## src/common/lsu_defines.svh

```systemverilog
// width macros for the data path and the data ram index
`ifndef LSU_DEFINES_SVH
`define LSU_DEFINES_SVH

// core data width, rv64
`define LSU_XLEN 64

// doubleword index width of the data ram
// 8 bits -> 256 doublewords, 2 KiB
// also the length of the zero-fill sweep
`define LSU_DMEM_AW 8

`endif

```

## src/common/lsu_op_pkg.sv

```systemverilog
// memory op encoding and the core-side request struct
`include "lsu_defines.svh"

package lsu_op_pkg;

  // same encoding as the decode stage hands out
  typedef enum logic [2:0] {
    MEM_SB   = 3'd0, // signed byte
    MEM_UB   = 3'd1, // unsigned byte
    MEM_SH   = 3'd2, // signed half
    MEM_UH   = 3'd3, // unsigned half
    MEM_SW   = 3'd4, // signed word
    MEM_UW   = 3'd5, // unsigned word
    MEM_D    = 3'd6, // doubleword
    MEM_NONE = 3'd7  // no access
  } mem_op_e;

  // one access from the core valid with the strobe
  typedef struct packed {
    mem_op_e                op;
    logic                   we;    // 1 = store
    logic [`LSU_XLEN-1:0]   addr;  // byte address
    logic [`LSU_XLEN-1:0]   wdata; // store data lsb aligned
  } lsu_req_t;

endpackage

```

## src/common/lsu_mem_pkg.sv

```systemverilog
// ram beat struct, doubleword union and access size helper
`include "lsu_defines.svh"

package lsu_mem_pkg;

  import lsu_op_pkg::*;

  // one doubleword access to the data ram
  typedef struct packed {
    logic                     en;     // access this cycle
    logic                     we;     // write, else read
    logic [`LSU_DMEM_AW-1:0]  idx;    // doubleword index
    logic [7:0]               mask;   // byte write enables
    logic [`LSU_XLEN-1:0]     data;   // lane aligned write data
    logic                     second; // upper beat of a split access
  } beat_t;

  // one doubleword seen by lane
  typedef union packed {
    logic [`LSU_XLEN/8-1:0][7:0]   b; // bytes
    logic [`LSU_XLEN/16-1:0][15:0] h; // halfwords
    logic [`LSU_XLEN/32-1:0][31:0] w; // words
  } dword_u;

  // bytes touched by an op and 0 for none
  function automatic logic [3:0] op_bytes(mem_op_e op);
    case (op)
      MEM_SB, MEM_UB: op_bytes = 4'd1;
      MEM_SH, MEM_UH: op_bytes = 4'd2;
      MEM_SW, MEM_UW: op_bytes = 4'd4;
      MEM_D:          op_bytes = 4'd8;
      default:        op_bytes = 4'd0;
    endcase
  endfunction

endpackage

```

## src/lsu/load_extend.sv

```systemverilog
// split beat merge, lane select and sign or zero extension of load data
`timescale 1ns/1ns
`include "lsu_defines.svh"

module load_extend (
  input  logic                  i_clk,
  input  logic                  i_rst,
  input  logic [`LSU_XLEN-1:0]  i_rdata,
  input  logic                  i_cap_low,
  input  logic                  i_finish,
  input  lsu_op_pkg::lsu_req_t  i_req,
  output logic                  o_load_stb,
  output logic [`LSU_XLEN-1:0]  o_load_data
);

  import lsu_op_pkg::*;
  import lsu_mem_pkg::*;

  lsu_req_t             req_d;  // request of the data now on i_rdata
  logic [`LSU_XLEN-1:0] low_q;  // lower dword of a split load
  logic [15:0][7:0]     win;
  logic [2:0]           off;
  logic                 split;
  dword_u               sel;    // addressed bytes at lane 0
  logic [`LSU_XLEN-1:0] ext;

  always_ff @(posedge i_clk) begin
    req_d <= i_req;               // follows the ram read by a cycle
    if (i_cap_low) low_q <= i_rdata;
  end

  always_comb begin
    off   = req_d.addr[2:0];
    split = ({1'b0, off} + op_bytes(req_d.op)) > 4'd8;
    win   = split ? {i_rdata, low_q} : {i_rdata, i_rdata};
    for (int i = 0; i < 8; i++) begin
      sel.b[i] = win[off + i];
    end
    case (req_d.op)
      MEM_SB:  ext = {{56{sel.b[0][7]}}, sel.b[0]};
      MEM_UB:  ext = {56'd0, sel.b[0]};
      MEM_SH:  ext = {{48{sel.h[0][15]}}, sel.h[0]};
      MEM_UH:  ext = {48'd0, sel.h[0]};
      MEM_SW:  ext = {{32{sel.w[0][31]}}, sel.w[0]};
      MEM_UW:  ext = {32'd0, sel.w[0]};
      default: ext = sel;         // doubleword
    endcase
  end

  always_ff @(posedge i_clk) begin
    if (!i_rst) begin
      o_load_stb <= 1'b0;
    end else begin
      o_load_stb <= i_finish && !req_d.we; // stores end silently
    end
  end

  always_ff @(posedge i_clk) begin
    if (i_finish && !req_d.we) o_load_data <= ext;
  end

endmodule

```

## config.mk

```make
export PLATFORM = sky130hd
export DESIGN_NAME = load_extend
export DESIGN_NICKNAME = d
export VERILOG_FILES = /design/src/common/lsu_op_pkg.sv /design/src/common/lsu_mem_pkg.sv /design/src/lsu/load_extend.sv
export VERILOG_INCLUDE_DIRS = /design/src /design/src/common
export SDC_FILE = /design/constraint.sdc
export NUM_CORES = 1
export LEC_CHECK = 0
export BUFFER_PORTS_ARGS = -buffer_cell sky130_fd_sc_hd__buf_2
export CELL_PAD_IN_SITES_DETAIL_PLACEMENT = 2
export CELL_PAD_IN_SITES_GLOBAL_PLACEMENT = 2
export CORE_MARGIN = 10
export CORE_UTILIZATION = 31
export DETAILED_ROUTE_END_ITERATION = 8
export HOLD_SLACK_MARGIN = 0.02
export PLACE_DENSITY = 0.84
export SKIP_LAST_GASP = 1
export SLEW_MARGIN = 0
export SYNTH_ARGS = -nofsm -noshare
export SYNTH_HDL_FRONTEND = slang
export SYNTH_SLANG_ARGS = --single-unit
```

## constraint.sdc

```tcl
create_clock -name i_clk -period 4.25 [get_ports i_clk]
set_input_delay 0.85 -clock i_clk [delete_from_list [all_inputs] [get_ports i_clk]]
set_output_delay 0.85 -clock i_clk [all_outputs]
set_load 0.1 [all_outputs]
```

# Word level (Yosys, flattened, before mapping)
# Cells that the tools add are included.
[word_totals] output_inout_bits=65 reg_bits=136
[classes] addsub=8 n_lt_le_gt_ge=9 muxes=19 eq_ne=6 reduce_logical=6
[ops] op="one-hot mux 64 bit (6 select lines)" n=1
[ops] op="binary-select mux 8 bit (select 4 bit)" n=7
[ops] op="two-way mux 64 bit" n=1
[ops] op="two-way mux 8 bit" n=8
[ops] op="less-than comparator 4 x 5 -> 1 bit, second input constant" n=7
[ops] op="binary-select mux 8 bit (select 3 bit)" n=1
[ops] op="adder 3 x 3 -> 4 bit, second input constant" n=4
[ops] op="one-hot mux 4 bit (4 select lines)" n=1
[ops] op="== test 3 bit, second input constant" n=3
[ops] op="adder 3 x 2 -> 4 bit, second input constant" n=2
[ops] op="== test 3 x 2 -> 1 bit, second input constant" n=2
[ops] op="OR reduction 2 bit" n=3
[ops] op="less-than comparator 3 x 5 -> 1 bit, second input constant" n=1
[ops] op="adder 3 x 1 -> 4 bit, second input constant" n=1
[ops] op="adder 3 x 4 -> 4 bit" n=1
[ops] op="greater-than comparator 4 bit, second input constant" n=1
[ops] op="== test 3 x 1 -> 1 bit, second input constant" n=1
[ops] op="zero test 3 bit" n=1
[ops] op="logical AND 1 bit" n=1
[ops] op="zero test 1 bit" n=1

# Depth between registers and ports, before layout
[depth] depth_word=9 depth_mapped=17 ltp_nobuf=11

# Worst setup path after synthesis
# No wires, ideal clock.
[synth_timing] path_kind="input -> register" startpoint="in i_finish" endpoint="reg o_load_data[0], enable pin" arrival_time_ns=3.684 stages=1 path_slack_ns=0.072 required_ns=3.756 path_cell_list="nor2b_1"
[synth_via] elab_chain_len=1
[synth_rtl] element="start, declared" line_no="load_extend.sv:10" text="input logic i_finish,"
[synth_rtl] element="logical AND 1 bit" line_no="load_extend.sv:59" text="if (i_finish && !req_d.we) o_load_data <= ext;"
[synth_rtl] element="end signal, assigned" line_no="load_extend.sv:59"
[synth_rtl] element="end, declared" line_no="load_extend.sv:13" text="output logic [`LSU_XLEN-1:0] o_load_data"
# No other way between the ends.
# A chain may end at the register's enable or synchronous reset.

# Final worst setup path
[layout_timing] startpoint="reg req_d[130] in the netlist's numbering" endpoint="reg o_load_data[54], data pin"
[layout_via] elab_chain_len=9
[layout_rtl] element="start, declared" line_no="load_extend.sv:19" text="lsu_req_t req_d;"
[layout_rtl] element="start signal, assigned" line_no="load_extend.sv:28" text="req_d <= i_req;"
[layout_rtl] element="== test 3 bit, or another cell as far along" line_no="lsu_mem_pkg.sv:27, load_extend.sv:39"
[layout_rtl] element="OR reduction 2 bit" line_no="lsu_mem_pkg.sv:27" text="case (op)"
[layout_rtl] element="one-hot mux 4 bit (4 select lines)" line_no="lsu_mem_pkg.sv:27"
[layout_rtl] element="adder 3 x 4 -> 4 bit" line_no="load_extend.sv:34" text="split = ({1'b0, off} + op_bytes(req_d.op)) > 4'd8;"
[layout_rtl] element="greater-than comparator 4 bit" line_no="load_extend.sv:34"
[layout_rtl] element="two-way mux 64 bit" line_no="load_extend.sv:35" text="win = split ? {i_rdata, low_q} : {i_rdata, i_rdata};"
[layout_rtl] element="binary-select mux 8 bit (select 4 bit) or binary-select mux 8 bit (select 3 bit) (tied branches)" line_no="load_extend.sv:37" text="sel.b[i] = win[off + i];"
[layout_rtl] element="two-way mux 8 bit (not written as such)" line_no="load_extend.sv:37"
[layout_rtl] element="one-hot mux 64 bit (6 select lines) *" line_no="load_extend.sv:39" text="case (req_d.op)"
[layout_rtl] element="net ext[54]" line_no="load_extend.sv:25" text="logic [`LSU_XLEN-1:0] ext;"
# Mark *: on every way through the listed nets, which the timed path passes. The rest lies on a longest branch. The select of a mux whose other input is x is not followed.

==> impl_metrics.json <==
{
  "postSynthCellCount": 1091,
  "worstSetupPathType": "register to register",
  "met3_length_um": 3630,
  "grt_pass1_wl_um": 73800,
  "dr.pass1.iters": 6,
  "required_ps": 4430,
  "cts_sinks": 136,
  "status": "finished, final reports clean",
  "place.detailed.hpwl_um": 36000,
  "die_w_um": 208,
  "fin_crit_ps": 4070,
  "core.rowCount": 68,
  "grt.overflow.total": 0,
  "synth_seq_area_share_pct": 36.5,
  "hold_viol_final": 0,
  "fin_ws_ps": 179,
  "finalCritPeriodShare_pct": 95.8,
  "met2_length_um": 23100,
  "gp_congestion": 0.930,
  "syn-num-nets": 1302,
  "holdWs_ps": 496,
  "wl_um": 49000,
  "fin_util_pct": 37.0,
  "r2r_start": "req_d[130]",
  "layout_common_cells": "139 x buf_2, 128 x edfxtp_1, 126 x mux2i_1",
  "rsz0062_at_grt": "false",
  "pre_cts_ws_ps": 174,
  "leakage_nw": 5.02,
  "ys_seq_elements": 136,
  "first_iter_violations": 1243,
  "syn-cell-area_mm2": 0.0110,
  "crit_fanout": 42,
  "grt_pass1_vias": 11100,
  "die_y_um": 208,
  "start_util_pct": 31.6,
  "final_common_cell": "buf_2",
  "hold_depth": 1,
  "min_to": "req_d[128]",
  "grt_util_all_layers_pct": 22.0,
  "final.setup_skew_ps": 14.9,
  "hold_path_startpoint": "i_req[128]",
  "syn2layout_area_growth_pct": 17.3,
  "finalSetupViolations": 0,
  "routed.top_layer": "met5",
  "slew_headroom_pct": 19.8,
  "synth_cell_types": 79,
  "final_nets": 1417,
  "fin_setup_tns_ps": 0,
  "cts_max_level": 4,
  "hp-class": "input port to register",
  "timing.rr.end": "o_load_data[54]",
  "worstMarginPinSlew_ps": 1200,
  "drc": 0,
  "vdd_drop_max_mv": 0.308,
  "path_clk_slew_ps": 60,
  "end_kind": "register",
  "pin_count": 265,
  "rr_worst_depth": 11,
  "drtAntennaViolNets": 0,
  "clock.fmax_mhz": 246,
  "numCtsBuffers": 17,
  "r2r_slack_ps": 180,
  "worstSetupStartpointType": "register",
  "dieArea_mm2": 0.0433,
  "clock_latency_ps": 460,
  "synthFlopType": "edfxtp_1",
  "portBuffers": 139,
  "post_cts_buffers": 0,
  "drv_cap": 0,
  "worstPathArrival_ps": 4250,
  "slew_violations": 0,
  "powerDensity_mw_per_mm2": 392,
  "dr_total_vias": 10500,
  "antenna_found_initial": 2,
  "async_flop_share_pct": 0,
  "drt-vias-per-instance": 6.27,
  "post_cts_resized": 0,
  "cts_root_buf": "clkbuf_16",
  "cts_tree": "built",
  "synth_edf_count": 128,
  "post_drt_wl_per_cell_um": 29.3,
  "coreArea_mm2": 0.0347,
  "finalPower_mw": 5.03,
  "wl_met1_um": 21000,
  "ys.warnings.count": 0,
  "syn_avg_cell_area_um2": 10.0,
  "clockBufferDepth": 2,
  "hold_buffers": 0,
  "layout-drive-gt1-share_pct": 26.8,
  "grt_max_degree": 140
}
metrics by stage:
step | instances | area (um2)
floorplan | 1091 | 11000
global placement | 1642 | 12300
detailed placement | 1642 | 12300
CTS | 1674 | 12800
global route | 1675 | 12900
finish | 1675 | 12900
cell families after synthesis:
kind of cell    Yosys count  synth area share, %
compound gates          356                 21.5
xor+xnor                  5                0.400
fa+ha+maj                11                 1.32
buf+inv                 110                 4.41
flops                   136                 36.5
mux                     206                 24.6
simple gates            267                 11.2
worst max-delay path, stage by stage, from the launching register on:
cell	delay, ps
dfxtp_1	340
nor2_1	180
ha_1	280
fa_1	490
or3_1	590
nand3_4	220
buf_12	280
mux2i_1	380
mux2i_1	230
mux2i_1	280
a21oi_1	100
or3b_1	410
cell type report:
class,instances,area (um2)
multi-input cells,845,6500
clock buffers,20,447
clock inverters,12,128
inverters,10,37.5
diodes,1,2.50
well taps,455,569
fillers,3793,21900
flip-flops and latches,136,4010
repair buffers,196,1160
routing by layer:
| metal | global-route usage, % | up-vias |
|---|---|---|
| met1 | 28.6 | 5422 |
| met3 | 4.61 | 75 |
| met2 | 35.2 | 467 |
| met5 | 0 | - |
| li1 | - | 4537 |
| met4 | 7.80 | 2 |
cells in the mapped netlist (5+ instances only):
library cell / number / area share, %
a22o_1: 6 / 0.48
nor3_1: 13 / 0.59
mux2_2: 30 / 3.1
o31ai_1: 14 / 0.96
ha_1: 10 / 1.1
a21oi_1: 80 / 3.7
and3_1: 5 / 0.29
a31oi_1: 8 / 0.46
o21ai_0: 85 / 3.9
mux2i_1: 128 / 12
edfxtp_1: 128 / 35
o221ai_1: 5 / 0.40
nor2b_1: 20 / 1.1
dfxtp_1: 8 / 1.5
mux4_2: 48 / 9.9
nand2_1: 106 / 3.6
a211o_1: 5 / 0.40
a22oi_1: 5 / 0.34
a221oi_1: 8 / 0.64
o311ai_0: 7 / 0.56
a21o_1: 7 / 0.48
inv_1: 7 / 0.24
nor4_1: 5 / 0.29
a211oi_1: 29 / 2.0
nor2_1: 66 / 2.3
buf_1: 11 / 0.38
buf_2: 32 / 1.5
clkbuf_1: 51 / 1.7
nand3_1: 22 / 1.0
o211ai_1: 20 / 1.4
o22ai_1: 29 / 1.7
and2_1: 8 / 0.46
sequential cells by signal, summed over array words and instances, names as in the netlist:
signal / count
low_q: 64
o_load_data: 64
req_d: 4
off: 3
o_load_stb: 1
power breakdown:
group	total, mW	internal (mW)	switching [mW]	leakage, nW
clock network	1.50	0.875	0.624	0.272
registers	1.66	1.60	0.0582	1.31
logic	1.87	0.580	1.29	3.44
total	5.03	3.06	1.97	5.02
worst max-delay path by stage:
stage | from | to | slack (ps) | depth (start not counted)
floorplan | i_finish | o_load_data[0] | 70 | 1
CTS | req_d[130] | o_load_data[54] | 130 | 11
detailed placement | req_d[130] | o_load_data[54] | 170 | 11
finish | req_d[130] | o_load_data[54] | 180 | 11
global placement | req_d[131] | o_load_data[62] | 340 | 11
global route | req_d[130] | o_load_data[49] | 50 | 11
Power figures use the tool's default switching activity.
