**src/common/lsu_defines.svh**
```systemverilog
// width macros for the data path and the data ram index
`ifndef LSU_DEFINES_SVH
`define LSU_DEFINES_SVH

// core data width, rv64
`define LSU_XLEN 64

// doubleword index width of the data ram
// 8 bits -> 256 doublewords, 2 KiB
// also the length of the zero-fill sweep
`define LSU_DMEM_AW 8

`endif

```
**src/hdl/clear_sweep_counter.sv**
```systemverilog
// index counter for the post-reset zero-fill of the data ram
`timescale 1ns/1ns
`include "lsu_defines.svh"

module clear_sweep_counter (
  input  logic                    i_clk,
  input  logic                    i_rst,
  input  logic                    i_en,
  output logic [`LSU_DMEM_AW-1:0] o_idx,
  output logic                    o_last
);

  logic [`LSU_DMEM_AW-1:0] idx_q;

  always_ff @(posedge i_clk) begin
    if (!i_rst) begin
      idx_q <= '0; // sweep restarts at index 0
    end else if (i_en) begin
      idx_q <= idx_q + 1'b1; // wraps back to 0 after the top
    end
  end

  assign o_idx  = idx_q;
  assign o_last = i_en && (idx_q == '1); // top index this cycle

endmodule

```
**config.mk**
```make
export PLATFORM = sky130hd
export DESIGN_NAME = clear_sweep_counter
export DESIGN_NICKNAME = d
export VERILOG_FILES = /design/src/hdl/clear_sweep_counter.sv
export VERILOG_INCLUDE_DIRS = /design/src /design/src/common
export SDC_FILE = /design/constraint.sdc
export NUM_CORES = 1
export LEC_CHECK = 0
export ABC_AREA = 1
export BUFFER_PORTS_ARGS = -buffer_cell sky130_fd_sc_hd__buf_2
export CORE_AREA = 5 5 42 44
export CTS_BUF_LIST = sky130_fd_sc_hd__clkbuf_16
export DETAILED_ROUTE_END_ITERATION = 12
export DIE_AREA = 0 0 47 49
export HOLD_SLACK_MARGIN = 0.12
export PLACE_DENSITY_LB_ADDON = 0.08
export REMOVE_ABC_BUFFERS = 1
export SKIP_CTS_REPAIR_TIMING = 1
export SYNTH_ARGS = -nofsm -noshare
export SYNTH_HDL_FRONTEND = slang
export SYNTH_SLANG_ARGS = --single-unit
```
**constraint.sdc**
```tcl
create_clock -name i_clk -period 0.9 [get_ports i_clk]
set_input_delay 0.09 -clock i_clk [delete_from_list [all_inputs] [get_ports i_clk]]
set_output_delay 0.09 -clock i_clk [all_outputs]
set_load 0.02 [all_outputs]
```
# Word-level counts from Yosys, hierarchy flattened

Index checks and enable logic that the tools add are counted.

Flip-flop bits (word level): 8
Input port bits: 3
Word-level logic and storage cells: 4

$add $sub $neg: 1
Equal/unequal tests: 1
Reduce and logical (&&, ||, !) cells: 1

Operators with widths:

| kind                | number |
|---|---|
| $add 8x1->8 const B | 1 |
| $eq 8x8->1 const B  | 1 |
| $logic_and 1x1->1   | 1 |

# Longest topological paths before layout

Gate-level depths: netlist (run 1).

Depth after elaboration: 2
Gate-level depth with buffers: 6

# Worst setup path after synthesis (run 1)

No wires, ideal clock.

Path type: register to output
From: reg idx_q[0] (netlist: o_idx[0])
To: out o_last
Data arrival time: 1,256 ps
Required time: 810 ps
Setup slack: -446 ps
Stages on the path, launching flop included: 6
Cell sequence: dfxtp_1 > ha_1 > nand3_1 > inv_1 > nand3_1 > nor2_1

Word-level cells in the longest chain between the ends: 2

Ends and longest elaborated chain:

| element                | RTL line                  | text |
|---|---|---|
| from (decl)            | clear_sweep_counter.sv:13 | `` logic [`LSU_DMEM_AW-1:0] idx_q; `` |
| from (signal assigned) | clear_sweep_counter.sv:19 | `idx_q <= idx_q + 1'b1;` |
| $eq 8x8->1             | clear_sweep_counter.sv:24 | `assign o_last = i_en && (idx_q == '1);` |
| $logic_and 1x1->1      | clear_sweep_counter.sv:24 |  |
| to (decl)              | clear_sweep_counter.sv:10 | `output logic o_last` |

No other way between the ends.

# Final worst setup path (run 1)

From: reg idx_q[1] (netlist: o_idx[1])
To: out o_last

Same word-level chain as after synthesis.

==> results of run 1 <==
-- final cells by class --
cell class / count / area, um^2 / share of cell area, %
flip-flops and latches: 8 / 171 / 22.9
inverters: 5 / 18.8 / 2.51
repair buffers: 26 / 239 / 32.0
clock buffers: 3 / 75.1 / 10.1
well taps: 16 / 20.0 / 2.68
multi-input cells: 37 / 223 / 29.8
-- through the flow --
stage,power [mW],util (%),cell area [um^2],setup WS [ns]
floorplan,0.412,-,350,-0.446
global placement,0.453,35.7,500,-0.201
detailed placement,0.452,35.7,500,-0.204
CTS,1.19,41.1,576,-0.459
global route,1.28,53.3,747,-0.427
finish,1.23,53.3,747,-0.342
-- worst paths after layout --
| check | slack, ns | endpoint | from |
|---|---|---|---|
| max | -0.34 | o_last | o_idx[1]$_SDFFE_PN0P_ |
| max reg2reg | -0.20 | o_idx[5]$_SDFFE_PN0P_ | o_idx[0]$_SDFFE_PN0P_ |
| min reg2reg | 0.55 | o_idx[7]$_SDFFE_PN0P_ | o_idx[7]$_SDFFE_PN0P_ |
| min | 0.17 | o_idx[0]$_SDFFE_PN0P_ | i_rst |
-- cell usage after synthesis --
| library cell | instances | share of area [%] |
|---|---|---|
| nand3_1 | 4 | 5.7 |
| dfxtp_1 | 8 | 46 |
| inv_1 | 5 | 5.4 |
| a21oi_1 | 6 | 8.6 |
| o21ai_0 | 3 | 4.3 |
| nand2_1 | 11 | 12 |
| nor2_4 | 1 | 3.2 |
| nor2_1 | 11 | 12 |
| ha_1 | 1 | 3.6 |
-- per-layer routing --
| layer | vias up | global-route usage (%) |
|---|---|---|
| li1 | 225 | - |
| met1 | 162 | 8.59 |
| met2 | 6 | 11.8 |
| met3 | 2 | 6.64 |
| met4 | 0 | 1.38 |
| met5 | - | 0 |
-- logic make-up (layout without fill, tap and decap cells) --
logic type               Yosys count  after routing  synth area share [%]
AO/OA/AOI/OAI                      9              9                  12.9
adder cells (fa/ha/maj)            1              1                  3.57
buffers and inverters              5             34                  5.36
flip-flops                         8              8                  45.7
AND/OR/NAND/NOR                   27             27                  32.5
-- power breakdown --
part	internal [mW]	total [mW]	switching, mW
clock	0.571	0.730	0.159
sequential	0.364	0.375	0.0105
combinational	0.0706	0.128	0.0577
-- worst reg2reg max path, stage by stage (launching register included) --
cell     delay [ns]
dfxtp_2        0.35
buf_4          0.11
buf_6          0.09
nand2_2        0.06
nor2_4         0.18
nand3_1        0.09
nand2_1        0.07
nor2_1         0.04
-- layout by cell type (no fill, tap or decap), drive strengths merged --
master  count
inv         5
nor2       12
nand2      11
ha          1
nand3       4
clkbuf      3
o21ai       3
a21oi       6
dfxtp       8
buf        26
==> results.md, run 1 <==
* Failing checks: negative setup slack
* Router iterations before antenna repair at 4
* Die W at roughly 47 um
* Die Ht at 49 um
* Mean Syn Cell Area at 7.01 um^2
* Synthesized area at 350 um^2
* GRT Total Usage at slightly below 8%
* CP startpoint kind: flip-flop
* Slew Viols, Final at 0
* Core Region at 0.00140 mm^2
* Fin nets at 85
* F_max at 0.805 GHz
* Worst-path clk slew at 0.04 ns
* Tightest Pin Transition at 0.178 ns
* CTS Buffer Depth at 2
* Insertion delay of the later-clocked pin in the worst-skew pair at 0.23 ns
* Final setup fails at 10
* Initial Util at 25.0%
* Max cap viols at 0
* Outcome: complete, but fails checks
* Placed wire-length estimate at 665 um
* Hold Violations, Final at 0
* Slew headroom at 88.1%
* Share of layout cells above drive strength 1 at 57.0%
* Synth Warn # at 0
* Ports at 12
* First-pass GRT wire length at 1270 um
* H-tree levels at 1
* Grt ovf at 0
* Largest register FFs at 8
* Sink Count at 8
* Maximum vdd drop at 1860 uV
* Post-DRT Antenna Nets at 0
* Drt drc at 0
* Met3 wire length at 51 um
* Max Used Layer: met4
* RD Place Congestion at 0.745
* Syn-to-layout area delta at 113%
* Post-layout instance count excluding filler cells at 95
* Cts bufs inserted at 3
* Placed Cells incl. Taps at 87
* Final hold slack at 0.167 ns
* DR vias at approximately 400
* CP top delay family: flip-flops
* RSZ-0062 raised after global routing: true
* Met2 Routed Length at between 400 and 500 um
* Vias/cell at approximately 4.2
* WP depth at 6
* Die area at 0.00230 mm^2
* Drt first-iter violations at 3
* Buffers & Inverters on Critical Path at 2
* Critical path, cell by cell: ha_4 -> nand3_4 -> inv_2 -> nand3_2 -> nor2_1 -> buf_4
* Diode count at 0
* Critical Path AT at 1.15 ns
* Max Clock Skew at 0.000848 ns
* DR WL/cell at 10.1 um
* Vias in the first global route at 327
* Clock root cell: clkbuf_16
* Synth Instances at 50
* FF+latch count, synth at 8
* Register area share after synthesis at 45.7%
* CP max stage delay at around 0.35 ns
* Initial antenna violation count at 0
* Total Neg Setup Slack at -1.57 ns
* Data required time of the critical path at between 0.8 and 0.9 ns
* CP Max Fanout at 2
* Final Cycle Share at 138%
* Hold depth at 3
* Met1 WL at 446 um
* # rows at 14
* Final WL at 963 um
* IO buf count at 11
* PnR worst setup slack at -0.342 ns
* Pin count of the biggest net entering global routing at 9
* Crit path kind: flip-flop to output port
* Fillers at 139
* CP max stage cell: dfxtp_4
* Fin crit period at 1.24 ns
* Worst R2R Path Depth at 7
* Netlist cell types at 9
* CTS tree: yes
* Setup crit end kind: output port
* Pleak at about 0.34 nW
* PD cells at 1650 mW/mm^2
* Hold Path Class: input port to flip-flop
No activity file was read; power rests on OpenSTA's default activity.
==> inputs of run 2 (changes only) <==
--- a/config.mk
+++ b/config.mk
@@ -8,10 +8,12 @@
 export LEC_CHECK = 0
 export ABC_AREA = 1
 export BUFFER_PORTS_ARGS = -buffer_cell sky130_fd_sc_hd__buf_2
-export CORE_AREA = 5 5 42 44
+export CELL_PAD_IN_SITES_DETAIL_PLACEMENT = 0
+export CELL_PAD_IN_SITES_GLOBAL_PLACEMENT = 1
+export CORE_MARGIN = 5
+export CORE_UTILIZATION = 27
 export CTS_BUF_LIST = sky130_fd_sc_hd__clkbuf_16
 export DETAILED_ROUTE_END_ITERATION = 12
-export DIE_AREA = 0 0 47 49
 export HOLD_SLACK_MARGIN = 0.12
 export PLACE_DENSITY_LB_ADDON = 0.08
 export REMOVE_ABC_BUFFERS = 1
==> run 2 against run 1 <==
The flow still finishes with violations (negative setup slack). Clock-buffer cell count stayed put. Fmax down 1.8%. Worst hold slack got worse by 0.012 ns. Non-clock buffer count decreased by 3. Global-route usage rose by 1.8 points. Cell area shrank 5.4%. Combinational power fell by 12%. Critical path type unchanged.
==> results.md, run 2 (synthesized netlist as in run 1, its figures left out) <==
* Outcome: complete, but fails checks
* Failing checks: negative setup slack
* CP Max Fanout at 2 (unchanged)
* Maximum vdd drop at 1760 uV (-5.2%)
* Insertion delay of the later-clocked pin in the worst-skew pair at 0.23 ns (about the same)
* Reg2Reg Setup Slack at -0.15 ns (+0.05 ns)
* Total Neg Setup Slack at -1.20 ns (+0.377 ns)
* Worst Hold End: o_idx[5]$_SDFFE_PN0P_
* Fillers at 124 (-11%)
* Grt met2 use at 13.2% (+1.4 points)
* Fin nets at 82 (-3.5%)
* Cts bufs inserted at 3 (unchanged)
* Final WL at 991 um (+2.9%)
* CTS tree: yes
* Grt met1 use at 11.8% (+3.2 points)
* Ports at 12 (unchanged)
* Pleak at 0.317 nW (-6.1%)
* Post-DRT Antenna Nets at 0 (unchanged)
* Placed Cells incl. Taps at 86 (-1.1%)
* Data required time of the critical path at 0.81 ns (about the same)
* First-pass GRT wire length at 1370 um (+7.6%)
* Drt first-iter violations at 2 (-1)
* CP startpoint kind: flip-flop
* Hold Violations, Final at 0 (unchanged)
* Initial Util at 27.6% (+2.6 points)
* Final Cycle Share at 140% (+2.5 points)
* Die area at 0.00212 mm^2 (-8.0%)
* Max cap viols at 0 (unchanged)
* RD Place Congestion at 0.722 (-3.0%)
* GRT Total Usage at 9.74% (+1.8 points)
* Post-route design area at 707 um^2 (-5.4%)
* Share of layout cells above drive strength 1 at 57.9% (+0.93 points)
* Final setup fails at 9 (-1)
* Diode count at 0 (unchanged)
* RR Startpoint: o_idx[1]$_SDFFE_PN0P_
* Largest register FFs at 8 (unchanged)
* Commonest non-fill, non-tap cell in the layout: buf_6
* Worst R2R Path Depth at 7 (unchanged)
* Slew headroom at 87.2% (-0.93 points)
* Tightest Pin Transition at 0.192 ns (+0.0142 ns)
* Max Clock Skew at 0.00271 ns (+0.00186 ns)
* Global routing's busiest layer: met2
* Setup crit end kind: output port
* Vias in the first global route at 323 (-1.2%)
* IO buf count at 11 (unchanged)
* Die W at 46.0 um (-2.1%)
* DR vias at 399 (+1.0%)
* Drt drc at 0 (unchanged)
* DP Area at 499 um^2 (-0.25%)
* Router iterations before antenna repair at 2 (-2)
* # rows at 13 (-1)
* Sink Count at 8 (unchanged)
* Most frequent cells in the layout: 11 x buf_6, 10 x nor2_1, 9 x nand2_1
* Critical Path AT at 1.17 ns (+0.02 ns)
* PD cells at 1730 mW/mm^2 (+5.0%)
* Grt ovf at 0 (unchanged)
* R2r endpoint: o_idx[3]$_SDFFE_PN0P_
* Utilization after layout at 55.7% (+2.4 points)
* PnR worst setup slack at -0.364 ns (-0.0226 ns)
* CTS Buffer Depth at 2 (unchanged)
* Hold Path Origin: i_rst
* Post-layout instance count excluding filler cells at 91 (-4.2%)
* Fin crit period at 1.26 ns (+0.0226 ns)
* Pin count of the biggest net entering global routing at 9 (unchanged)
* Syn-to-layout area delta at 102%
* H-tree levels at 1 (unchanged)
* Initial antenna violation count at 0 (unchanged)
* Hold depth at 3 (unchanged)
* F_max at 0.791 GHz (-1.8%)
* Placed wire-length estimate at 651 um (-2.1%)
* Core Region at 0.00127 mm^2 (-9.5%)
* Vias/cell at 4.38 (+5.5%)
* Slew Viols, Final at 0 (unchanged)
* RSZ-0062 raised after global routing: true
* DR WL/cell at 10.9 um (+7.4%)
* Crit path kind: flip-flop to output port
* Clock root cell: clkbuf_16
* Worst-path clk slew at 0.04 ns (about the same)
* Final Total Pwr at 1.23 mW (-0.58%)
* Die Ht at 46.0 um (-6.1%)
* M3 GR Usage at 5.93% (-0.71 points)
* Hold Path Class: input port to flip-flop
-- run 2: cell count changes in the layout (fill, tap and decap cells not counted), sizes merged --
cell and change:
buf -3
-- run 2: where the power goes --
group,internal [mW],switching (mW)
Sequential,0.366,0.0102
Clock,0.572,0.165
Combinational,0.0581,0.0544
Total,0.996,0.229
-- run 2: per-stage QoR --
step,hold WS (ns),worst slack (ns)
after floorplan,0.179,-0.446
after global placement,0.400,-0.182
after detailed placement,0.403,-0.187
after CTS,0.161,-0.435
after global routing,0.171,-0.444
final,0.155,-0.364
-- run 2: worst max-delay path, stage by stage (launching register included) --
cell and delay [ns]:
dfxtp_2 0.35, ha_4 0.15, nand3_4 0.08, inv_2 0.06, nand3_2 0.06, nor2_1 0.10, buf_4 0.14
-- run 2: cell type report --
cell class                      count  area (um^2)  share of cell area (%)
Clock buffer                        3         75.1                    10.6
Multi-Input combinational cell     37          219                    31.0
Sequential cell                     8          171                    24.2
Tap cell                           15         18.8                    2.65
Inverter                            5         18.8                    2.65
Timing Repair Buffer               23          204                    28.8
-- run 2: worst max path at each step --
stage	startpoint	endpoint	slack (ns)	depth (start not counted)
after floorplan	o_idx[0]$_SDFFE_PN0P_	o_last	-0.45	5
after global placement	o_idx[1]$_SDFFE_PN0P_	o_last	-0.18	6
after detailed placement	o_idx[1]$_SDFFE_PN0P_	o_last	-0.19	6
after CTS	o_idx[1]$_SDFFE_PN0P_	o_last	-0.44	6
after global routing	o_idx[0]$_SDFFE_PN0P_	o_last	-0.44	6
final	o_idx[0]$_SDFFE_PN0P_	o_last	-0.36	6
-- run 2: routing by layer --
layer,part of all wire [%],vias to the layer above
met1,43,173
met2,52,8
li1,-,216
met3,3.9,2
met4,0.81,0
met5,0,-
