$ cat src/common/lsu_defines.svh
// width macros for the data path and the data ram index
`ifndef LSU_DEFINES_SVH
`define LSU_DEFINES_SVH

// core data width, rv64
`define LSU_XLEN 64

// doubleword index width of the data ram
// 8 bits -> 256 doublewords, 2 KiB
// also the length of the zero-fill sweep
`define LSU_DMEM_AW 8

`endif

$ cat src/common/lsu_op_pkg.sv
// memory op encoding and the core-side request struct
`include "lsu_defines.svh"

package lsu_op_pkg;

  // same encoding as the decode stage hands out
  typedef enum logic [2:0] {
    MEM_SB   = 3'd0, // signed byte
    MEM_UB   = 3'd1, // unsigned byte
    MEM_SH   = 3'd2, // signed half
    MEM_UH   = 3'd3, // unsigned half
    MEM_SW   = 3'd4, // signed word
    MEM_UW   = 3'd5, // unsigned word
    MEM_D    = 3'd6, // doubleword
    MEM_NONE = 3'd7  // no access
  } mem_op_e;

  // one access from the core valid with the strobe
  typedef struct packed {
    mem_op_e                op;
    logic                   we;    // 1 = store
    logic [`LSU_XLEN-1:0]   addr;  // byte address
    logic [`LSU_XLEN-1:0]   wdata; // store data lsb aligned
  } lsu_req_t;

endpackage

$ cat src/common/lsu_mem_pkg.sv
// ram beat struct, doubleword union and access size helper
`include "lsu_defines.svh"

package lsu_mem_pkg;

  import lsu_op_pkg::*;

  // one doubleword access to the data ram
  typedef struct packed {
    logic                     en;     // access this cycle
    logic                     we;     // write, else read
    logic [`LSU_DMEM_AW-1:0]  idx;    // doubleword index
    logic [7:0]               mask;   // byte write enables
    logic [`LSU_XLEN-1:0]     data;   // lane aligned write data
    logic                     second; // upper beat of a split access
  } beat_t;

  // one doubleword seen by lane
  typedef union packed {
    logic [`LSU_XLEN/8-1:0][7:0]   b; // bytes
    logic [`LSU_XLEN/16-1:0][15:0] h; // halfwords
    logic [`LSU_XLEN/32-1:0][31:0] w; // words
  } dword_u;

  // bytes touched by an op and 0 for none
  function automatic logic [3:0] op_bytes(mem_op_e op);
    case (op)
      MEM_SB, MEM_UB: op_bytes = 4'd1;
      MEM_SH, MEM_UH: op_bytes = 4'd2;
      MEM_SW, MEM_UW: op_bytes = 4'd4;
      MEM_D:          op_bytes = 4'd8;
      default:        op_bytes = 4'd0;
    endcase
  endfunction

endpackage

$ cat src/lsu/lsu_ctrl.sv
// access sequencer fsm for post-reset clear, single beat and split two-beat accesses
`timescale 1ns/1ns
`include "lsu_defines.svh"

module lsu_ctrl (
  input  logic                    i_clk,
  input  logic                    i_rst,
  input  logic                    i_req_stb,
  input  lsu_op_pkg::lsu_req_t    i_req,
  input  logic                    i_sweep_last,
  input  logic [`LSU_DMEM_AW-1:0] i_sweep_idx,
  output logic                    o_sweep_en,
  output logic                    o_beat_en,
  output logic                    o_beat_we,
  output logic [`LSU_DMEM_AW-1:0] o_beat_idx,
  output logic                    o_beat_second,
  output lsu_op_pkg::lsu_req_t    o_req_q,
  output logic                    o_busy,
  output logic                    o_cap_low,
  output logic                    o_finish
);

  import lsu_op_pkg::*;
  import lsu_mem_pkg::*;

  typedef enum logic [1:0] {ST_CLEAR, ST_IDLE, ST_SPLIT} state_e;

  state_e   state_q;
  lsu_req_t req_q;      // latched request
  logic     issue_q;    // a beat from req_q is due
  logic     second_q;   // ... and it is the upper one
  logic     cap_low_q, finish_q;
  logic     accept;
  logic [3:0] span;     // offset + size, up to 15
  logic     crosses;

  assign accept  = (state_q == ST_IDLE) && i_req_stb && (i_req.op != MEM_NONE);
  assign span    = {1'b0, i_req.addr[2:0]} + op_bytes(i_req.op);
  assign crosses = span > 4'd8; // last byte lands in next dword

  always_ff @(posedge i_clk) begin
    if (!i_rst) begin
      state_q   <= ST_CLEAR;
      issue_q   <= 1'b0;
      second_q  <= 1'b0;
      cap_low_q <= 1'b0;
      finish_q  <= 1'b0;
    end else begin
      // pulses trail the ram read by one cycle
      cap_low_q <= o_beat_en && !o_beat_we && (state_q == ST_SPLIT);
      finish_q  <= o_beat_en && (state_q == ST_IDLE); // last beat of a store or load
      issue_q   <= 1'b0;
      second_q  <= 1'b0;
      case (state_q)
        ST_CLEAR: if (i_sweep_last) state_q <= ST_IDLE;
        ST_IDLE: begin
          if (accept) begin
            issue_q <= !crosses;
            if (crosses) state_q <= ST_SPLIT; // low beat next cycle
          end
        end
        ST_SPLIT: begin
          state_q  <= ST_IDLE;  // upper beat goes out from idle
          issue_q  <= 1'b1;
          second_q <= 1'b1;
        end
        default: state_q <= ST_CLEAR;
      endcase
    end
  end

  always_ff @(posedge i_clk) begin
    if (accept) req_q <= i_req;
  end

  always_comb begin
    o_beat_en     = 1'b0;
    o_beat_we     = req_q.we;
    o_beat_idx    = req_q.addr[3 +: `LSU_DMEM_AW];
    o_beat_second = 1'b0;
    case (state_q)
      ST_CLEAR: begin
        o_beat_en  = 1'b1;
        o_beat_we  = 1'b1;        // zero write
        o_beat_idx = i_sweep_idx;
      end
      ST_SPLIT: o_beat_en = 1'b1; // lower dword
      default: begin
        o_beat_en     = issue_q;
        o_beat_second = second_q;
        if (second_q) o_beat_idx = req_q.addr[3 +: `LSU_DMEM_AW] + 1'b1;
      end
    endcase
  end

  assign o_sweep_en = (state_q == ST_CLEAR);
  assign o_busy     = (state_q != ST_IDLE); // clear or first split beat
  assign o_req_q    = req_q;
  assign o_cap_low  = cap_low_q;
  assign o_finish   = finish_q;

endmodule

$ cat config.mk
export PLATFORM = sky130hd
export DESIGN_NAME = lsu_ctrl
export DESIGN_NICKNAME = d
export VERILOG_FILES = /design/src/common/lsu_op_pkg.sv /design/src/common/lsu_mem_pkg.sv /design/src/lsu/lsu_ctrl.sv
export VERILOG_INCLUDE_DIRS = /design/src /design/src/common
export SDC_FILE = /design/constraint.sdc
export NUM_CORES = 1
export LEC_CHECK = 0
export BUFFER_PORTS_ARGS = -buffer_cell sky130_fd_sc_hd__buf_2
export CAP_MARGIN = 20
export CORE_AREA = 2 2 114 116
export DETAILED_ROUTE_END_ITERATION = 8
export DIE_AREA = 0 0 116 118
export PLACE_DENSITY = 0.72
export SYNTH_ARGS = -nofsm -noshare
export SYNTH_HDL_FRONTEND = slang
export SYNTH_SLANG_ARGS = --single-unit
$ cat constraint.sdc
create_clock -name i_clk -period 4.5 [get_ports i_clk]
set_clock_uncertainty 0.15 [all_clocks]
set_input_delay 0.225 -clock i_clk [delete_from_list [all_inputs] [get_ports i_clk]]
set_output_delay 0.225 -clock i_clk [all_outputs]
set_load 0.1 [all_outputs]
## Word level (Yosys, flattened, before mapping)

Index checks and enable logic that the tools add are counted.

- Bits in registers: 138
- Bits of input ports: 144
- Word-level logic and storage cells: 52
- Output and inout bits: 147

- Equal/unequal tests: 13
- Order comparisons: 1
- Add/sub/neg operators: 2
- Reductions and logical operators: 14
- Mux-type cells: 13

Operators by type and width:

| cell | number |
|---|---|
| 4-bit one-hot mux with 4 select lines | 1 |
| 8-bit one-hot mux with 2 select lines | 1 |
| 3-bit == test (second input constant) | 3 |
| 8-bit by 1-bit adder with 8-bit output (second input constant) | 1 |
| 8-bit 2-to-1 mux | 1 |
| 2-bit OR reduction | 4 |
| 3-bit by 2-bit == test with 1-bit output (second input constant) | 2 |
| 2-bit 2-to-1 mux | 3 |
| 2-bit inequality test (second input constant) | 3 |
| 2-bit one-hot mux with 3 select lines | 1 |
| 1-bit logical AND | 5 |
| 1-bit 2-to-1 mux | 5 |
| 3-bit by 4-bit adder with 4-bit output | 1 |
| 4-bit greater-than comparator (second input constant) | 1 |
| 3-bit by 1-bit == test with 1-bit output (second input constant) | 1 |
| 3-bit logical NOT | 1 |
| 3-bit inequality test (second input constant) | 1 |
| 3-bit AND reduction | 1 |
| 2-bit by 1-bit == test with 1-bit output (second input constant) | 1 |
| 2-bit == test (second input constant) | 1 |
| 1-bit logical NOT | 2 |
| 2-bit logical NOT | 1 |
| 2-bit by 1-bit inequality test with 1-bit output (second input constant) | 1 |
| 1-bit one-hot mux with 2 select lines | 1 |

## Longest topological paths before layout

Gate-level depths: netlist of the first run.

- Word-level depth: 8
- Depth in mapped cells: 8
- Gate-level depth less buffers: 8

## Worst setup path before layout of the first run

No wires, ideal clock.

- Path type: register -> output
- From: register req_q, in the netlist o_req_q[67]
- To: output port o_beat_idx[6]
- Path buffers: 0
- Stages on the path, launching flop included: 7
- Data arrival time: 3938 ps
- Slack: 187 ps
- Data required time: 4125 ps
- Cells stage by stage: edfxtp_1 ha_1 nand2_1 nor2_1 nand3_1 mux2i_1 o21ai_0

- Word-level cells in the longest chain between the ends: 3

Ends and longest elaborated chain:

| item | RTL line | source |
|---|---|---|
| start: declaration | lsu_ctrl.sv:29 | `lsu_req_t req_q;` |
| start signal: assignment | lsu_ctrl.sv:73 | `if (accept) req_q <= i_req;` |
| 8-bit by 1-bit adder with 8-bit output | lsu_ctrl.sv:91 | `` if (second_q) o_beat_idx = req_q.addr[3 +: `LSU_DMEM_AW] + 1'b1; `` |
| 8-bit 2-to-1 mux | lsu_ctrl.sv:91 |  |
| 8-bit one-hot mux with 2 select lines | lsu_ctrl.sv:81 | `case (state_q)` |
| end: declaration | lsu_ctrl.sv:15 | `` output logic [`LSU_DMEM_AW-1:0] o_beat_idx, `` |

Every way passes these cells.

## Worst setup path in the final report of the first run

- From: register state_q[0]
- To: output port o_beat_idx[3]

- Word-level cells in the longest chain between the ends: 2
- Elaborated cells on any way between the ends: 3
- Classes of those cells: eq/ne (1); mux (1); reduce/logical (1)

Ends and longest elaborated chain:

| item | RTL line | source |
|---|---|---|
| start: declaration | lsu_ctrl.sv:28 | `state_e state_q;` |
| start signal: assignment | lsu_ctrl.sv:43 | `state_q <= ST_CLEAR;` |
| start signal: assignment | lsu_ctrl.sv:55 | `ST_CLEAR: if (i_sweep_last) state_q <= ST_IDLE;` |
| start signal: assignment | lsu_ctrl.sv:59 | `if (crosses) state_q <= ST_SPLIT;` |
| 2-bit == test / 2-bit logical NOT (equally long branches) | lsu_ctrl.sv:81 |  |
| 8-bit one-hot mux with 2 select lines * | lsu_ctrl.sv:81 |  |

Mark *: on every way between the ends. The rest lies on a longest branch, timed or not.

==> results.sh, run 1 <==
export IMPL_cp_required_ns=4.12
export IMPL_hold_ws_ns=0.116
export IMPL_crit_path_cell_trace="inv_1, ha_1, nor3_1, a21oi_1, o21ai_0, buf_2"
export IMPL_cts_tree="done"
export IMPL_grt_setup_unrepaired="false"
export IMPL_fin_crit_sh_pct=58.1
export IMPL_portBuffers=290
export IMPL_die_h_um=118
export IMPL_regArea_sq_um=4080
export IMPL_fin_crit_ns=2.61
export IMPL_cts_max_path_buffers=2
export IMPL_antenna_found_initial=0
export IMPL_tightest_slew_ns=0.917
export IMPL_route_detailed_drc=0
export IMPL_cts_setup_buffers=0
export IMPL_startpoint_type="register"
export IMPL_dp_slack_ns=2.23
export IMPL_final_core_util_pct=67.0
export IMPL_path_class="register to output port"
export IMPL_peakVddDrop_uv=281
export IMPL_yosys_warnings=0
export IMPL_clk_root_buffer_cell="clkbuf_16"
export IMPL_status="finished, final reports clean"
export IMPL_setup_violations=0
export IMPL_drtPass1Iterations=4
export IMPL_hold_violations=0
export IMPL_track_usage_pct=21.0
export IMPL_row_count=41
export IMPL_gp_congestion=0.753
export IMPL_total_power_mw=4.34
export IMPL_endpoint_kind="output port"
export IMPL_numClockSinks=138
export IMPL_multi_input_comb_area_sq_um=576
export IMPL_worstPathBufferInverterCount=2
export IMPL_crit_family="buffers and inverters"
export IMPL_post_route_cells_drive_above_1_share_pct=48.8
export IMPL_grt_pass1_wl_um=21300
export IMPL_holdBufCountCts=133
export IMPL_syn_area_sq_um=4710
export IMPL_start_util_pct=37.9
export IMPL_clkTransAtPathRegs_ns=0.06
export IMPL_worstPathArrival_ns=2.24
export IMPL_slowest_stage="ha_1"
export IMPL_post_cts_resized=0
export IMPL_first_global_vias=4105
export IMPL_first_iter_violations=150
export IMPL_cts_buffers=17
export IMPL_via_count=3789
export IMPL_ioPinCount=291
export IMPL_core_sq_um=12400
export IMPL_synth_seq_cells=138
export IMPL_overflow=0
export IMPL_max_cap_viol_count=0
export IMPL_dpl_hpwl_um=8680
export IMPL_ys_types=35
export IMPL_diodes=0
export IMPL_fmax_mhz=383
export IMPL_syn_inst=225
export IMPL_nets=817
export IMPL_die_area_sq_um=13700
export IMPL_syn_num_nets=377
export IMPL_drtAntennaViolNets=0
export IMPL_synth_area_per_cell_sq_um=20.9
export IMPL_slew_headroom_pct=38.9
export IMPL_area_growth_pct=76.6
export IMPL_hp_class="input pin to register"
export IMPL_seq_area_frac_synth_pct=86.8
export IMPL_viasPerCell=4.47
export IMPL_final_max_slew_viol_count=0
export IMPL_cp_max_fo=22
export IMPL_grt_max_degree=74
export IMPL_die_x_um=116
export IMPL_powerDensity_nw_per_um2=522
export IMPL_htreeDepth=4
export IMPL_fin_setup_tns_ns=0
export IMPL_clk_latency_ns=0.40
export IMPL_fillers=872
export IMPL_wire_per_inst_um=17.0
export IMPL_setup_ws_ns=1.89
export IMPL_p_leak_nw=3.52
export IMPL_drt_wl_total_um=14400
export IMPL_slowest_delay_ns=0.45
sequential cells by signal, indices dropped and copies added (netlist names):
name,count
issue_q,1
second_q,1
o_finish,1
o_req_q,132
o_cap_low,1
state_q,2
layout by cell type (no fill, tap or decap), types with 2 or more instances in the layout:
cell type,instances
a21o_1,2
nor3_1,3
edfxtp_1,132
nor2b_1,3
clkbuf_16,17
and2b_1,2
o21ai_0,7
a21oi_1,4
a21oi_2,2
clkinv_4,2
clkinv_2,3
inv_1,3
ha_1,7
nor2_1,9
buf_4,2
nand2_1,6
buf_2,290
nand3_1,3
bufinv_16,5
nor2_2,2
and2_1,2
dlygate4sd3_1,133
dfxtp_1,6
a22oi_1,8
mux2i_1,5
worst register-to-register path, cell delays in order, from the launching register on:
cell	delay, ns
dfxtp_1	0.32
inv_1	0.09
ha_1	0.21
nand2_1	0.10
a31oi_4	0.15
buf_4	0.61
and2b_1	0.26
nand3_1	0.12
a21boi_0	0.17
cell type report:
cell class                 instances  area share [%]
clock buffer                      18            5.16
clock inverter                    12            2.39
inverter                           3           0.135
multi-input combinational         80            6.92
sequential                       138            49.1
tap                              172            2.59
timing repair buffer             425            33.7
cell usage after synthesis:
master      n  share of area, %
edfxtp_1  132                84
nor2_1      9              0.72
a22oi_1     8               1.3
ha_1        7               1.9
o21ai_0     7              0.74
dfxtp_1     6               2.6
nand2_1     6              0.48
mux2i_1     5               1.1
a21oi_1     4              0.43
inv_1       3              0.24
nand3_1     3              0.32
nor2b_1     3              0.40
nor3_1      3              0.32
a21o_1      2              0.32
a21oi_2     2              0.37
and2_1      2              0.27
and2b_1     2              0.32
clkbuf_1    2              0.16
clkbuf_8    2              0.59
nor2_2      2              0.27
a21boi_0    1              0.16
a31o_1      1              0.19
a31oi_4     1              0.45
and3_1      1              0.13
fa_1        1              0.43
nand4_2     1              0.27
nor3_2      1              0.21
o211ai_1    1              0.16
o21ai_1     1              0.11
o31ai_1     1              0.16
or2_2       1              0.13
or2b_2      1              0.19
or3_1       1              0.13
xnor2_1     1              0.19
xor2_1      1              0.19
kinds of logic (layout without fill, tap and decap cells):
kind of cell | count (synthesis) | count (layout) | synth area share, %
simple gates | 36 | 36 | 4.15
xor+xnor | 2 | 2 | 0.372
buf+inv | 7 | 458 | 0.984
mux | 5 | 5 | 1.06
compound gates | 29 | 29 | 4.36
flops | 138 | 138 | 86.8
fa+ha+maj | 8 | 8 | 2.29
report_power, final:
| group | total, mW | internal, mW | switching, mW |
|---|---|---|---|
| Clock | 1.48 | 0.977 | 0.506 |
| Sequential | 1.57 | 1.54 | 0.0337 |
| Combinational | 1.28 | 0.232 | 1.05 |
| Total | 4.34 | 2.75 | 1.59 |
per-layer routing:
layer  vias up  global-route usage [%]  routed length (um)
met2       199                    38.4                7990
met1      1797                    20.9                4970
met5         -                       0                   0
met4         0                    10.1                 443
met3        34                    7.00                 987
li1       1759                       -                   -
path summary, 6_finish.rpt:
check / start / to / slack (ns) / cells past startpoint
max: state_q[0]$_SDFFE_PN0P_ / o_beat_idx[3] / 1.89 / 6
min: i_sweep_last / state_q[1]$_SDFFE_PN0P_ / 0.12 / 4
max reg2reg: state_q[1]$_SDFFE_PN0P_ / state_q[1]$_SDFFE_PN0P_ / 2.25 / 8
min reg2reg: o_req_q[128]$_DFFE_PP_ / o_cap_low$_SDFF_PN0_ / 0.40 / 2
through the flow:
| stage | cells | cell area (sq um) |
|---|---|---|
| global placement | 685 | 6350 |
| detailed placement | 685 | 6350 |
| floorplan | 225 | 4710 |
| global route | 848 | 8310 |
| finish | 848 | 8310 |
| CTS | 848 | 8310 |
Power figures use the tool's default switching activity.
==> run 2: changes to the inputs <==
--- a/config.mk
+++ b/config.mk
@@ -8,10 +8,10 @@
 export LEC_CHECK = 0
 export BUFFER_PORTS_ARGS = -buffer_cell sky130_fd_sc_hd__buf_2
 export CAP_MARGIN = 20
-export CORE_AREA = 2 2 114 116
+export CORE_ASPECT_RATIO = 0.75
+export CORE_UTILIZATION = 38
 export DETAILED_ROUTE_END_ITERATION = 8
-export DIE_AREA = 0 0 116 118
-export PLACE_DENSITY = 0.72
+export PLACE_DENSITY = 0.75
 export SYNTH_ARGS = -nofsm -noshare
 export SYNTH_HDL_FRONTEND = slang
 export SYNTH_SLANG_ARGS = --single-unit
==> constraint.sdc (replaced) <==
create_clock -name i_clk -period 2.3 [get_ports i_clk]
set_clock_uncertainty 0.15 [all_clocks]
set_input_delay 0.115 -clock i_clk [delete_from_list [all_inputs] [get_ports i_clk]]
set_output_delay 0.115 -clock i_clk [all_outputs]
set_load 0.1 [all_outputs]
==> run 2 against run 1 <==
Design area grew 4.3%. First-iteration DRC count shrank 22%. Final cell count grew 0.12%. Clock power grew 94%. Sequential cell count is the same. Count of clock-buffer cells in the layout is the same. Die area shrank 6.2%. Largest cell class unchanged. Critical path depth shrank 1. Core utilization grew 6.4 points. Global-route usage grew 1.0 points.
==> results.sh, run 2 (same netlist as run 1, synthesis figures left out) <==
export IMPL_start_util_pct=39.8
export IMPL_final_max_slew_viol_count=0
export IMPL_grt_setup_unrepaired="false"
export IMPL_hold_violations=0
export IMPL_hold_depth=2
export IMPL_clk_latency_ns=0.40
export IMPL_hp_class="input pin to register"
export IMPL_ioPinCount=291
export IMPL_cts_tree="done"
export IMPL_drtAntennaViolNets=0
export IMPL_path_class="register to output port"
export IMPL_via_count=3773
export IMPL_dpl_hpwl_um=8480
export IMPL_combPwrFrac_pct=32.1
export IMPL_tightest_slew_ns=0.521
export IMPL_drtPass1Iterations=4
export IMPL_status="finished, final reports clean"
export IMPL_swShare_pct=37.0
export IMPL_max_cap_viol_count=0
export IMPL_powerDensity_nw_per_um2=1010
export IMPL_fin_crit_ns=2.18
export IMPL_r2r_end="o_req_q[34]$_DFFE_PP_"
export IMPL_gp_congestion=0.795
export IMPL_p_leak_nw=3.65
export IMPL_cts_buffers=17
export IMPL_slew_headroom_pct=65.5
export IMPL_total_power_mw=8.75
export IMPL_grt_pass1_wl_um=20500
export IMPL_sequentialPowerShare_pct=35.1
export IMPL_viasPerCell=4.44
export IMPL_post_route_cells_drive_above_1_share_pct=52.0
export IMPL_htreeDepth=4
export IMPL_cp_max_fo=22
export IMPL_p_int_mw=5.51
export IMPL_first_iter_violations=117
export IMPL_worstPathArrival_ns=1.92
export IMPL_endpoint_kind="output port"
export IMPL_hold_ws_ns=0.270
export IMPL_worstHoldStart="i_req[23]"
export IMPL_die_x_um=130
export IMPL_die_area_sq_um=12800
export IMPL_antenna_found_initial=0
export IMPL_grt_max_degree=63
export IMPL_area_growth_pct=84.3
export IMPL_drt_wl_total_um=14100
export IMPL_setup_violations=0
export IMPL_reg2regPathDepth=5
export IMPL_die_h_um=98.4
export IMPL_r2r_start="state_q[1]$_SDFFE_PN0P_"
export IMPL_track_usage_pct=22.0
export IMPL_dp_cells=678
export IMPL_startpoint_type="register"
export IMPL_cts_max_path_buffers=2
export IMPL_largest_reg_flops=132
export IMPL_portBuffers=290
export IMPL_final_area_sq_um=8670
export IMPL_row_count=34
export IMPL_wire_per_inst_um=16.7
export IMPL_core_sq_um=11800
export IMPL_numClockSinks=138
export IMPL_p_clk_share_pct=32.8
export IMPL_ff2ff_setup_slack_ns=0.42
export IMPL_final_common_cell="buf_2"
export IMPL_clk_root_buffer_cell="clkbuf_16"
export IMPL_nets=826
export IMPL_p_sw_mw=3.23
export IMPL_fin_crit_sh_pct=94.8
export IMPL_cp_required_ns=2.04
export IMPL_layout_common_cells="buf_2, dlygate4sd3_1, edfxtp_1, clkbuf_16, buf_12"
export IMPL_placed_area_sq_um=6660
export IMPL_peakVddDrop_uv=610
export IMPL_fmax_mhz=459
export IMPL_whs_endpoint="o_req_q[23]$_DFFE_PP_"
export IMPL_first_global_vias=3921
export IMPL_diodes=0
export IMPL_post_layout_nonfiller_instances=849
export IMPL_overflow=0
export IMPL_clkTransAtPathRegs_ns=0.06
export IMPL_route_detailed_drc=0
==> run 2: what timing repair did <==
item,in CTS,in global routing
hold buffers,135,0
setup endpoints to repair,9,2
hold endpoints to repair,142,0
setup buffers,0,4
gates resized for setup,1,2
==> run 2: final cells by class <==
class,instances,area [sq um]
Clock buffer,18,429
Clock inverter,14,196
Fill cell,758,3150
Inverter,3,11.3
Multi-Input combinational cell,80,673
Sequential cell,138,4090
Tap cell,162,203
Timing Repair Buffer,434,3070
==> run 2: metal layers <==
layer | track usage (%) | part of all wire, %
met5 | 0 | 0
met4 | 6.98 | 1.3
met3 | 7.18 | 5.6
met2 | 40.4 | 55
met1 | 23.6 | 38
==> run 2: worst max-delay path by stage <==
stage,startpoint,to,slack (ns),cells past startpoint
finish,state_q[0]$_SDFFE_PN0P_,o_beat_second,0.12,5
CTS,o_req_q[67]$_DFFE_PP_,o_beat_idx[6],0.02,7
global route,o_req_q[67]$_DFFE_PP_,o_beat_idx[6],0.002,7
floorplan,state_q[1]$_SDFFE_PN0P_,state_q[0]$_SDFFE_PN0P_,-1.35,7
global placement,i_req[130],state_q[0]$_SDFFE_PN0P_,0.39,9
detailed placement,i_req[130],state_q[0]$_SDFFE_PN0P_,0.32,9
==> run 2: power groups by stage <==
stage          Sequential, mW  Combinational, mW  Clock (mW)
6_report                 3.08               2.80        2.87
3_5_place_dp             3.12               2.60           0
4_1_cts                  3.07               2.78        2.90
2_1_floorplan            4.41              0.712           0
3_3_place_gp             3.11               2.58           0
5_1_grt                  3.09               2.89        3.02
==> run 2: critical path: stages (launching register included) <==
cell	delay (ns)
dfxtp_2	0.36
inv_1	0.07
ha_2	0.32
nor2_1	0.18
and2_2	0.16
buf_2	0.42
==> run 2: metrics by stage <==
stage          util [%]  setup TNS [ns]  setup slack, ns
6_report           73.3               0            0.120
5_1_grt            73.3               0          0.00244
2_1_floorplan         -         -160.18            -1.35
3_3_place_gp       56.3               0            0.388
3_5_place_dp       56.3               0            0.317
4_1_cts            73.0               0           0.0245
